===== src/source/alpha_pkg.sv =====
`default_nettype none

package alpha_pkg;

	// --------------------------------------------------------------------------
	// readout lanes
	// --------------------------------------------------------------------------
	localparam int NUM_LANES = 4;
	localparam int HEADER_BITS = 8;
	// start of every word, sent msb first
	localparam logic [HEADER_BITS-1:0] ALPHA_HEADER = 8'hAC;

	typedef logic [$clog2(NUM_LANES)-1:0] lane_id_t;
	typedef logic [3:0] nybble_t;
	typedef logic [15:0] data_word_t;

	typedef struct packed {
		lane_id_t lane;
		data_word_t data;
	} word_t;

	typedef enum logic {
		hunt,
		collect
	} readout_state_t;

	// --------------------------------------------------------------------------
	// bias DACs
	// --------------------------------------------------------------------------
	localparam int BIAS_BITS = 48;

	typedef logic [11:0] bias_t;

	// cmpbias goes out first
	typedef struct packed {
		bias_t cmpbias;
		bias_t isel;
		bias_t sbbias;
		bias_t dbbias;
	} bias_set_t;

endpackage

`default_nettype wire

===== src/source/alpha_readout_top.sv =====
`timescale 1ns/100ps
`default_nettype none

module alpha_readout_top import alpha_pkg::*; (
	input logic sysclk,
	input logic reset,
	input logic [NUM_LANES-1:0] data_lanes,
	input logic bias_load,
	input bias_set_t bias_settings,
	output word_t word_out,
	output logic word_valid,
	output logic sin,
	output logic sclk,
	output logic pclk,
	output logic bias_busy
);

	logic [NUM_LANES-1:0] synced_lanes;
	logic [NUM_LANES-1:0] word_done;
	data_word_t [NUM_LANES-1:0] word_data;

	// --------------------------------------------------------------------------
	// readout path
	// --------------------------------------------------------------------------
	lane_sync i_lane_sync (
		.sysclk(sysclk),
		.reset(reset),
		.data_lanes(data_lanes),
		.synced_lanes(synced_lanes)
	);

	for (genvar i = 0; i < NUM_LANES; i++) begin : g_lane
		alpha_readout i_alpha_readout (
			.sysclk(sysclk),
			.reset(reset),
			.serial_in(synced_lanes[i]),
			.word_done(word_done[i]),
			.word_data(word_data[i])
		);
	end

	word_collector i_word_collector (
		.sysclk(sysclk),
		.reset(reset),
		.word_done(word_done),
		.word_data(word_data),
		.word_out(word_out),
		.word_valid(word_valid)
	);

	// --------------------------------------------------------------------------
	// bias setup
	// --------------------------------------------------------------------------
	bias_loader i_bias_loader (
		.sysclk(sysclk),
		.reset(reset),
		.bias_load(bias_load),
		.bias_settings(bias_settings),
		.sin(sin),
		.sclk(sclk),
		.pclk(pclk),
		.bias_busy(bias_busy)
	);

endmodule

`default_nettype wire


===== src/source/bias_loader.sv =====
`timescale 1ns/100ps
`default_nettype none

module bias_loader import alpha_pkg::*; (
	input logic sysclk,
	input logic reset,
	input logic bias_load,
	input bias_set_t bias_settings,
	output logic sin,
	output logic sclk,
	output logic pclk,
	output logic bias_busy
);

	logic [BIAS_BITS-1:0] shift_reg;
	logic [$clog2(BIAS_BITS)-1:0] bit_cnt;
	logic phase;
	logic start;
	logic last_bit;

	// loads during a shift are dropped
	assign start = bias_load && !bias_busy;
	assign last_bit = phase && (bit_cnt == BIAS_BITS - 1);
	assign sclk = phase;

	// --------------------------------------------------------------------------
	// shift sequencing, two cycles per bit then one pclk cycle
	// --------------------------------------------------------------------------
	always_ff @(posedge sysclk) begin
		if (reset) begin
			bias_busy <= 1'b0;
			phase <= 1'b0;
			pclk <= 1'b0;
			sin <= 1'b0;
			bit_cnt <= '0;
		end else if (start) begin
			bias_busy <= 1'b1;
			phase <= 1'b0;
			bit_cnt <= '0;
			sin <= bias_settings[BIAS_BITS-1];
		end else if (pclk) begin
			pclk <= 1'b0;
			bias_busy <= 1'b0;
		end else if (bias_busy) begin
			phase <= !phase;
			// next bit goes out after sclk high
			if (phase) begin
				bit_cnt <= bit_cnt + 1'b1;
				sin <= last_bit ? 1'b0 : shift_reg[BIAS_BITS-2];
				pclk <= last_bit;
			end
		end
	end

	always_ff @(posedge sysclk) begin
		if (start) begin
			shift_reg <= bias_settings;
		end else if (bias_busy && phase) begin
			shift_reg <= shift_reg << 1;
		end
	end

	// latch comes only after the last clock edge has ended
	assert property (@(posedge sysclk) disable iff (reset) pclk |-> !sclk && $past(sclk));

endmodule

`default_nettype wire


===== src/source/word_collector.sv =====
`timescale 1ns/100ps
`default_nettype none

module word_collector import alpha_pkg::*; (
	input logic sysclk,
	input logic reset,
	input logic [NUM_LANES-1:0] word_done,
	input data_word_t [NUM_LANES-1:0] word_data,
	output word_t word_out,
	output logic word_valid
);

	logic [NUM_LANES-1:0] full;
	data_word_t [NUM_LANES-1:0] slot;
	lane_id_t rr_ptr;
	lane_id_t sel_lane;
	logic sel_found;

	// first full slot at or after the pointer
	always_comb begin
		lane_id_t idx;
		sel_found = 1'b0;
		sel_lane = rr_ptr;
		for (int k = NUM_LANES - 1; k >= 0; k--) begin
			idx = rr_ptr + lane_id_t'(k);
			if (full[idx]) begin
				sel_found = 1'b1;
				sel_lane = idx;
			end
		end
	end

	always_ff @(posedge sysclk) begin
		if (reset) begin
			full <= '0;
			rr_ptr <= '0;
			word_valid <= 1'b0;
		end else begin
			word_valid <= sel_found;
			if (sel_found) begin
				rr_ptr <= sel_lane + 1'b1;
			end
			for (int i = 0; i < NUM_LANES; i++) begin
				if (word_done[i]) begin
					full[i] <= 1'b1;
				end else if (sel_found && sel_lane == lane_id_t'(i)) begin
					full[i] <= 1'b0;
				end
			end
		end
	end

	// slot contents and output word
	always_ff @(posedge sysclk) begin
		for (int i = 0; i < NUM_LANES; i++) begin
			if (word_done[i]) begin
				slot[i] <= word_data[i];
			end
		end
		word_out.lane <= sel_lane;
		word_out.data <= slot[sel_lane];
	end

	// word gap on a lane is longer than one full scan
	assert property (@(posedge sysclk) disable iff (reset) (word_done & full) == '0);

endmodule

`default_nettype wire


===== src/source/alpha_readout.sv =====
`timescale 1ns/100ps
`default_nettype none

module alpha_readout import alpha_pkg::*; (
	input logic sysclk,
	input logic reset,
	input logic serial_in,
	output logic word_done,
	output data_word_t word_data
);

	readout_state_t state;
	logic [HEADER_BITS-1:0] header_sr;
	logic [HEADER_BITS-1:0] header_next;
	logic [1:0] bit_cnt;
	logic [1:0] nybble_cnt;
	nybble_t nybble;
	nybble_t nybble_next;
	logic msn;
	logic last_bit;

	assign header_next = {header_sr[HEADER_BITS-2:0], serial_in};
	assign nybble_next = {nybble[2:0], serial_in};
	// most significant nybble of the word
	assign msn = (nybble_cnt == 2'd0);
	assign last_bit = (state == collect) && (bit_cnt == 2'd3) && (nybble_cnt == 2'd3);

	// --------------------------------------------------------------------------
	// header search and collect sequencing
	// --------------------------------------------------------------------------
	always_ff @(posedge sysclk) begin
		if (reset) begin
			state <= hunt;
			header_sr <= '0;
			bit_cnt <= '0;
			nybble_cnt <= '0;
			word_done <= 1'b0;
		end else begin
			word_done <= last_bit;
			case (state)
				hunt: begin
					if (header_next == ALPHA_HEADER) begin
						state <= collect;
						header_sr <= '0;
						bit_cnt <= '0;
						nybble_cnt <= '0;
					end else begin
						header_sr <= header_next;
					end
				end
				collect: begin
					bit_cnt <= bit_cnt + 2'd1;
					if (bit_cnt == 2'd3) begin
						nybble_cnt <= nybble_cnt + 2'd1;
					end
					// cleared header_sr keeps data bits from faking a header
					if (last_bit) begin
						state <= hunt;
					end
				end
				default: state <= hunt;
			endcase
		end
	end

	// --------------------------------------------------------------------------
	// nybble assembly, msn first
	// --------------------------------------------------------------------------
	always_ff @(posedge sysclk) begin
		if (state == collect) begin
			nybble <= nybble_next;
			if (bit_cnt == 2'd3) begin
				if (msn) begin
					word_data <= {12'h000, nybble_next};
				end else begin
					word_data <= {word_data[11:0], nybble_next};
				end
			end
		end
	end

	// one strobe per word, lane back in hunt right after it
	assert property (@(posedge sysclk) disable iff (reset)
		(word_done && state == hunt) |=> !word_done);

endmodule

`default_nettype wire


===== src/source/lane_sync.sv =====
`timescale 1ns/100ps
`default_nettype none

module lane_sync import alpha_pkg::*; (
	input logic sysclk,
	input logic reset,
	input logic [NUM_LANES-1:0] data_lanes,
	output logic [NUM_LANES-1:0] synced_lanes
);

	// first stage may go metastable
	logic [NUM_LANES-1:0] meta;

	always_ff @(posedge sysclk) begin
		if (reset) begin
			meta <= '0;
			synced_lanes <= '0;
		end else begin
			meta <= data_lanes;
			synced_lanes <= meta;
		end
	end

endmodule

`default_nettype wire


===== config.mk =====
export PLATFORM = sky130hd
export DESIGN_NAME = alpha_readout_top
export DESIGN_NICKNAME = d
export VERILOG_FILES = /design/src/source/alpha_pkg.sv /design/src/source/alpha_readout_top.sv /design/src/source/bias_loader.sv /design/src/source/word_collector.sv /design/src/source/alpha_readout.sv /design/src/source/lane_sync.sv
export SDC_FILE = /design/constraint.sdc
export NUM_CORES = 1
export LEC_CHECK = 0
export BUFFER_PORTS_ARGS = -buffer_cell sky130_fd_sc_hd__buf_2
export CORE_AREA = 2 2 166 168
export CTS_BUF_LIST = sky130_fd_sc_hd__clkbuf_4 sky130_fd_sc_hd__clkbuf_8
export CTS_CLUSTER_SIZE = 30
export DETAILED_ROUTE_END_ITERATION = 8
export DIE_AREA = 0 0 168 170
export GPL_ROUTABILITY_DRIVEN = 0
export GPL_TIMING_DRIVEN = 1
export HOLD_SLACK_MARGIN = 0.06
export PLACE_DENSITY = 0.57
export RECOVER_POWER = 100
export SETUP_SLACK_MARGIN = 0.15
export SLEW_MARGIN = 20
export SYNTH_ARGS = -nofsm -noshare
export SYNTH_HDL_FRONTEND = slang
export SYNTH_SLANG_ARGS = --single-unit

===== constraint.sdc =====
create_clock -name sysclk -period 3.4 [get_ports sysclk]
set_clock_uncertainty 0.15 [all_clocks]
set_input_delay 0.17 -clock sysclk [delete_from_list [all_inputs] [get_ports sysclk]]
set_output_delay 0.17 -clock sysclk [all_outputs]
set_load 0.05 [all_outputs]

After elaboration in Yosys (flattened, before gate mapping). Cells that the tools add are included.

$add $sub $neg: 13. Equality and inequality tests: 25. Mux-type cells: 70. Bitwise gates (word level): 5. Reduce and logical (&&, ||, !) cells: 42. Order comparisons: 5.

Operators by type and width (number): $mux 47 (2); $mux 1 (34); $bmux 16 s2 (1); $eq 8x8->1 const B (4); $pmux 2 s2 (8); $mux 7 (4); $mux 2 (12); $add 2x1->2 const B (10); $eq 2x2->1 const B (10); $reduce_and 2->1 (9); $mux 16 (1); $reduce_bool 2->1 (8); $logic_and 1x1->1 (15); $lt 2x3->1 const B (5); $logic_not 2->1 (5); $ne 2x2->1 const B (5); $bmux 1 s2 (4); $ne 2x1->1 const B (4); $pmux 1 s2 (4); $add 6x1->6 const B (1); $eq 6x6->1 const B (1); $reduce_and 3->1 (2); $not 1->1 (5); $add 2x2->2 const B (2); 3 further kinds (4).

Output and inout port bits: 23. Bits in registers: 282.

Logic depth before layout (Yosys ltp).
Depth after elaboration: 11. Mapped depth: 8. Mapped depth without buffers: 6.

By module. From an unflattened synthesis, not the netlist that was laid out.

Cell total of the unflattened synthesis: 812. Area total of the unflattened synthesis: 10974.3 um^2.

By module, submodules not included: alpha_readout (cells an instance 92, area an instance 1287.5 um^2, times used 4); word_collector (cells an instance 179, area an instance 3170.5 um^2, times used 1); bias_loader (cells an instance 249, area an instance 2443.6 um^2, times used 1); lane_sync (cells an instance 16, area an instance 210.2 um^2, times used 1).

Worst setup path after synthesis. No wires, ideal clock.

Path kind: register to register. Start point: register i_bias_loader.bias_busy. End point: register i_bias_loader.shift_reg[0], enable pin. Arrival time: 2.209 ns. Setup slack: 0.638 ns. Buffers on the path: 2. Cell stages (with the launch flop): 5. Period minus slack after synthesis: 2.762 ns. Setup time: 0.403 ns. Path through: dfxtp_1 > nor2b_1 > clkbuf_1 > clkbuf_1 > a21o_1.

Longest elaborated chain between the ends: 3. Elaborated cells between the ends (all ways): 4.

Ends and longest elaborated chain: start, declared (RTL line bias_loader.sv:12) `output logic bias_busy`; start signal, assigned (RTL line bias_loader.sv:31) `bias_busy <= 1'b0;`; start signal, assigned (RTL line bias_loader.sv:37) `bias_busy <= 1'b1;`; start signal, assigned (RTL line bias_loader.sv:43) `bias_busy <= 1'b0;`; $logic_not 1->1 (RTL line bias_loader.sv:22) `assign start = bias_load && !bias_busy;`; $logic_and 1x1->1 (RTL line bias_loader.sv:22); $reduce_bool 2->1 (no line) *; end signal, assigned (RTL line bias_loader.sv:57) `shift_reg <= bias_settings;`; end signal, assigned (RTL line bias_loader.sv:59) `shift_reg <= shift_reg << 1;`; end, declared (RTL line bias_loader.sv:15) `logic [BIAS_BITS-1:0] shift_reg;`.

Every way passes the cells marked *; elsewhere a longest branch is shown, timed or not. A chain may end at the register's enable or synchronous reset.

Final worst setup path.
Start point: input port reset. End point: register g_lane[0].i_alpha_readout.word_done.

RTL lines: start, declared (RTL line alpha_readout_top.sv:6) `input logic reset,`; end signal, assigned (RTL line alpha_readout.sv:39) `word_done <= last_bit;`; end, declared (RTL line alpha_readout.sv:8) `output logic word_done,`.

No word-level cell between the ends.

==> metrics.md <==
| Metric | Value |
|---|---|
| Sequential area share after synthesis | `just over 70%` |
| Syn Std Cell Area | `between 10000 and 15000 um2` |
| Leak | `4.396 nW` |
| CP cell instances | `dlygate4sd3_1 -> clkbuf_1 -> clkbuf_1 -> and3b_1` |
| Met2 Usage GRT | `21.88%` |
| List of most frequent post-synthesis cells | `edfxtp_1 (187), dfxtp_1 (95), nand2_1 (86)` |
| Main flop type after synthesis | `edfxtp_1` |
| Vias | `6065` |
| Cts hold-fix bufs | `57` |
| Most numerous cell in the Yosys netlist | `edfxtp_1` |
| Met3 usage | `~3.2%` |
| Initial DRC Count | `approximately 400` |
| CTS H-tree depth | `2` |
| Share of cells above drive strength 1 | `between 20 and 25%` |
| Drt wl/cell | `roughly 15 um` |
| Drt pass-1 iters | `4` |
| Clock Latency Late Sink | `0.55 ns` |
| R2R setup slack | `0.83 ns` |
| Crit start category | `input port` |
| Port bufs | `77` |
| Critical path startpoint | `reset` |
| Peak supply drop | `0.2935 mV` |
| Data arrival, critical path | `roughly 2.9 ns` |
| DRC errors left | `0` |
| Starting Density | `between 30% and 40%` |
| Failing checks | `capacitance limit, slew limit` |
| WHS Path Cells | `3` |
| Final Instance Area | `12780 um2` |
| Largest net degree at the start of global routing | `53` |
| GRT Residual Overflow | `0` |
| Yosys top cell by area | `edfxtp_1` |
| Top Usage Layer GRT | `met2` |
| # fillers | `approximately 2400` |
| R2r startpoint | `i_word_collector.full[3]$_SDFFE_PP0P_` |
| Syn Nets | `roughly 820` |
| RSZ-0062 raised after global routing | `false` |
| Fmax | `between 300 and 400 MHz` |
| CP dominant cell by count | `clkbuf_1` |
| Final ANT Viol Nets | `0` |
| R2R depth | `6` |
| Worst-path clk slew | `0.06 ns` |
| GRT Overall Usage | `13.07%` |
| Site Rows | `60` |
| Ys Warns | `0` |
| Met1 GRT Util | `16.58%` |
| Status | `finished with violations` |
| Max Cap Viol | `1` |
| CP required | `roughly 3.7 ns` |
| Fin crit share | `76.42%` |
| Setup violations, final | `0` |
| PwrDens | `548.3 nW/um2` |
| Final hold slack | `0.2428 ns` |
| DP HPWL | `approximately 11 mm` |
| Final design utilization | `a little under half` |
| Setup Fix Bufs, Post-CTS | `0` |
| Initial antenna violation count | `0` |
| Critical path's largest stage delay | `between 1 and 1.5 ns` |
| Yosys reg bits | `about 280` |
| Post-DP Area | `11300 um2` |
| Post-Syn Instances | `756` |
| Routed wire length | `18.72 mm` |
| TritonCTS clock tree | `yes` |
| Ant. Diodes | `0` |
| Top Ports | `78` |
| First-pass GRT wire length | `29.81 mm` |
| Top cell type's share of synthesized area | `53.01%` |
| Worst slack, placed | `slightly above 1 ns` |
| Synthesized area per cell | `between 10 and 15 um2` |
| Num CTS Buffers | `46` |
| Pins Over Slew Limit | `between 40 and 50` |
| CP max-delay cell | `clkbuf_1` |
| Hold Crit Class | `in -> reg` |
| NumNets Final | `979` |
| Synth area leaders | `edfxtp_1 (53%), dfxtp_1 (18%), mux2_2 (5.3%)` |
| Clk root buf | `clkbuf_8` |
| CP endpoint kind | `flop` |
| Die area | `approximately 29000 um2` |
| Period minus WS final | `2.598 ns` |
| CP Class | `in -> reg` |
| Core area | `between 20000 and 30000 um2` |
| Worst-Margin Slew | `between 1.5 and 2 ns` |
| Worst-path fanout max | `between 40 and 50` |
| RR Endpoint | `i_word_collector.word_out[12]$_DFF_P_` |
| Die width | `roughly 170 um` |
| Die Y | `170 um` |
| Vias per inst | `~4.7` |
| Post-synth EDFFs | `187` |
| Final worst setup slack | `about 0.80 ns` |
| Clock buffer depth | `3` |
| Layout area overhead | `20.68%` |
| Final hold violation count | `0` |
| Clk sink count | `282` |
| Vias in the first global route | `5855` |
| Critical Path End | `g_lane[0].i_alpha_readout.word_done$_SDFF_PP0_` |
| Ys async rst share | `0%` |
| Worst rel slew slack | `-22.75%` |
| Fin Setup TNS | `0 ns` |
| Post-synthesis cell type count | `48` |
| Cts repair resizes | `0` |
power by group:
group          internal, mW  total, mW  switching [mW]  leakage (nW)
logic                 0.138      0.240           0.102          1.39
clock network          1.76       3.04            1.28         0.525
registers              3.71       3.73          0.0225          2.48
total                  5.61       7.01            1.40          4.40
worst max-delay path: cells and delay by family:
| kind | cells | cell delay (ns) |
|---|---|---|
| buffers and inverters | 3 | 2.39 |
| and+or+nand+nor | 1 | 0.30 |
cells by family (layout without fill, tap and decap cells):
logic type                 after synthesis  in the layout  synth area share [%]
and+or+nand+nor                        242            242                 11.98
muxes                                   67             67                 6.921
DFF                                    282            282                 70.96
xor gates and xnor gates                 9              9                0.7441
adders and majority gates               13             13                 1.535
AOI/OAI and AO/OA                       90             90                 5.515
buffers and inverters                   53            245                 2.350
layout make-up:
type / count / area (um2) / share of cell area (%)
well taps: 341 / 426.7 / 3.337
clock inverters: 7 / 66.31 / 0.5187
flip-flops and latches: 282 / 7517 / 58.80
clock buffers: 78 / 910.9 / 7.125
inverters: 16 / 62.56 / 0.4893
multi-input cells: 421 / 2829 / 22.13
repair buffers: 144 / 972.2 / 7.604
routing by layer:
metal | part of all wire (%) | wire length (um)
met4 | 1.9 | 361
met2 | 49 | 9194
met5 | 0 | 0
met3 | 4.5 | 836
met1 | 44 | 8322
cell usage in the layout, fill, tap and decap left out, types with 3 or more instances in the layout:
cell	n
edfxtp_1	187
o21ai_0	7
nor4bb_1	6
mux2i_1	17
a32oi_1	16
dlygate4sd3_1	57
clkbuf_1	31
inv_1	14
ha_1	13
xor2_1	7
clkinv_1	3
and2_0	5
clkbuf_8	52
nor2b_1	61
a311oi_1	4
dfxtp_1	95
nand3b_1	19
nor3_1	3
clkbuf_4	26
mux2_2	48
buf_2	53
a21oi_1	49
nor2_1	36
nand2_1	86
nand3_1	10
and3b_1	4
metrics by stage:
| stage | total power [mW] | instances |
|---|---|---|
| CTS | 7.131 | 1289 |
| finish | 7.010 | 1289 |
| global placement | 3.993 | 1147 |
| global route | 7.293 | 1289 |
| floorplan | 3.930 | 756 |
| detailed placement | 3.995 | 1147 |
worst min path at each step:
stage / start / end / slack (ns)
3_3_place_gp: data_lanes[0] / i_lane_sync.meta[0]$_SDFF_PP0_ / 0.25
3_5_place_dp: data_lanes[1] / i_lane_sync.meta[1]$_SDFF_PP0_ / 0.24
6_report: data_lanes[3] / i_lane_sync.meta[3]$_SDFF_PP0_ / 0.24
2_1_floorplan: data_lanes[0] / i_lane_sync.meta[0]$_SDFF_PP0_ / 0.15
5_1_grt: data_lanes[3] / i_lane_sync.meta[3]$_SDFF_PP0_ / 0.25
4_1_cts: data_lanes[3] / i_lane_sync.meta[3]$_SDFF_PP0_ / 0.22
Note: power is estimated with default switching activity, not from simulation.
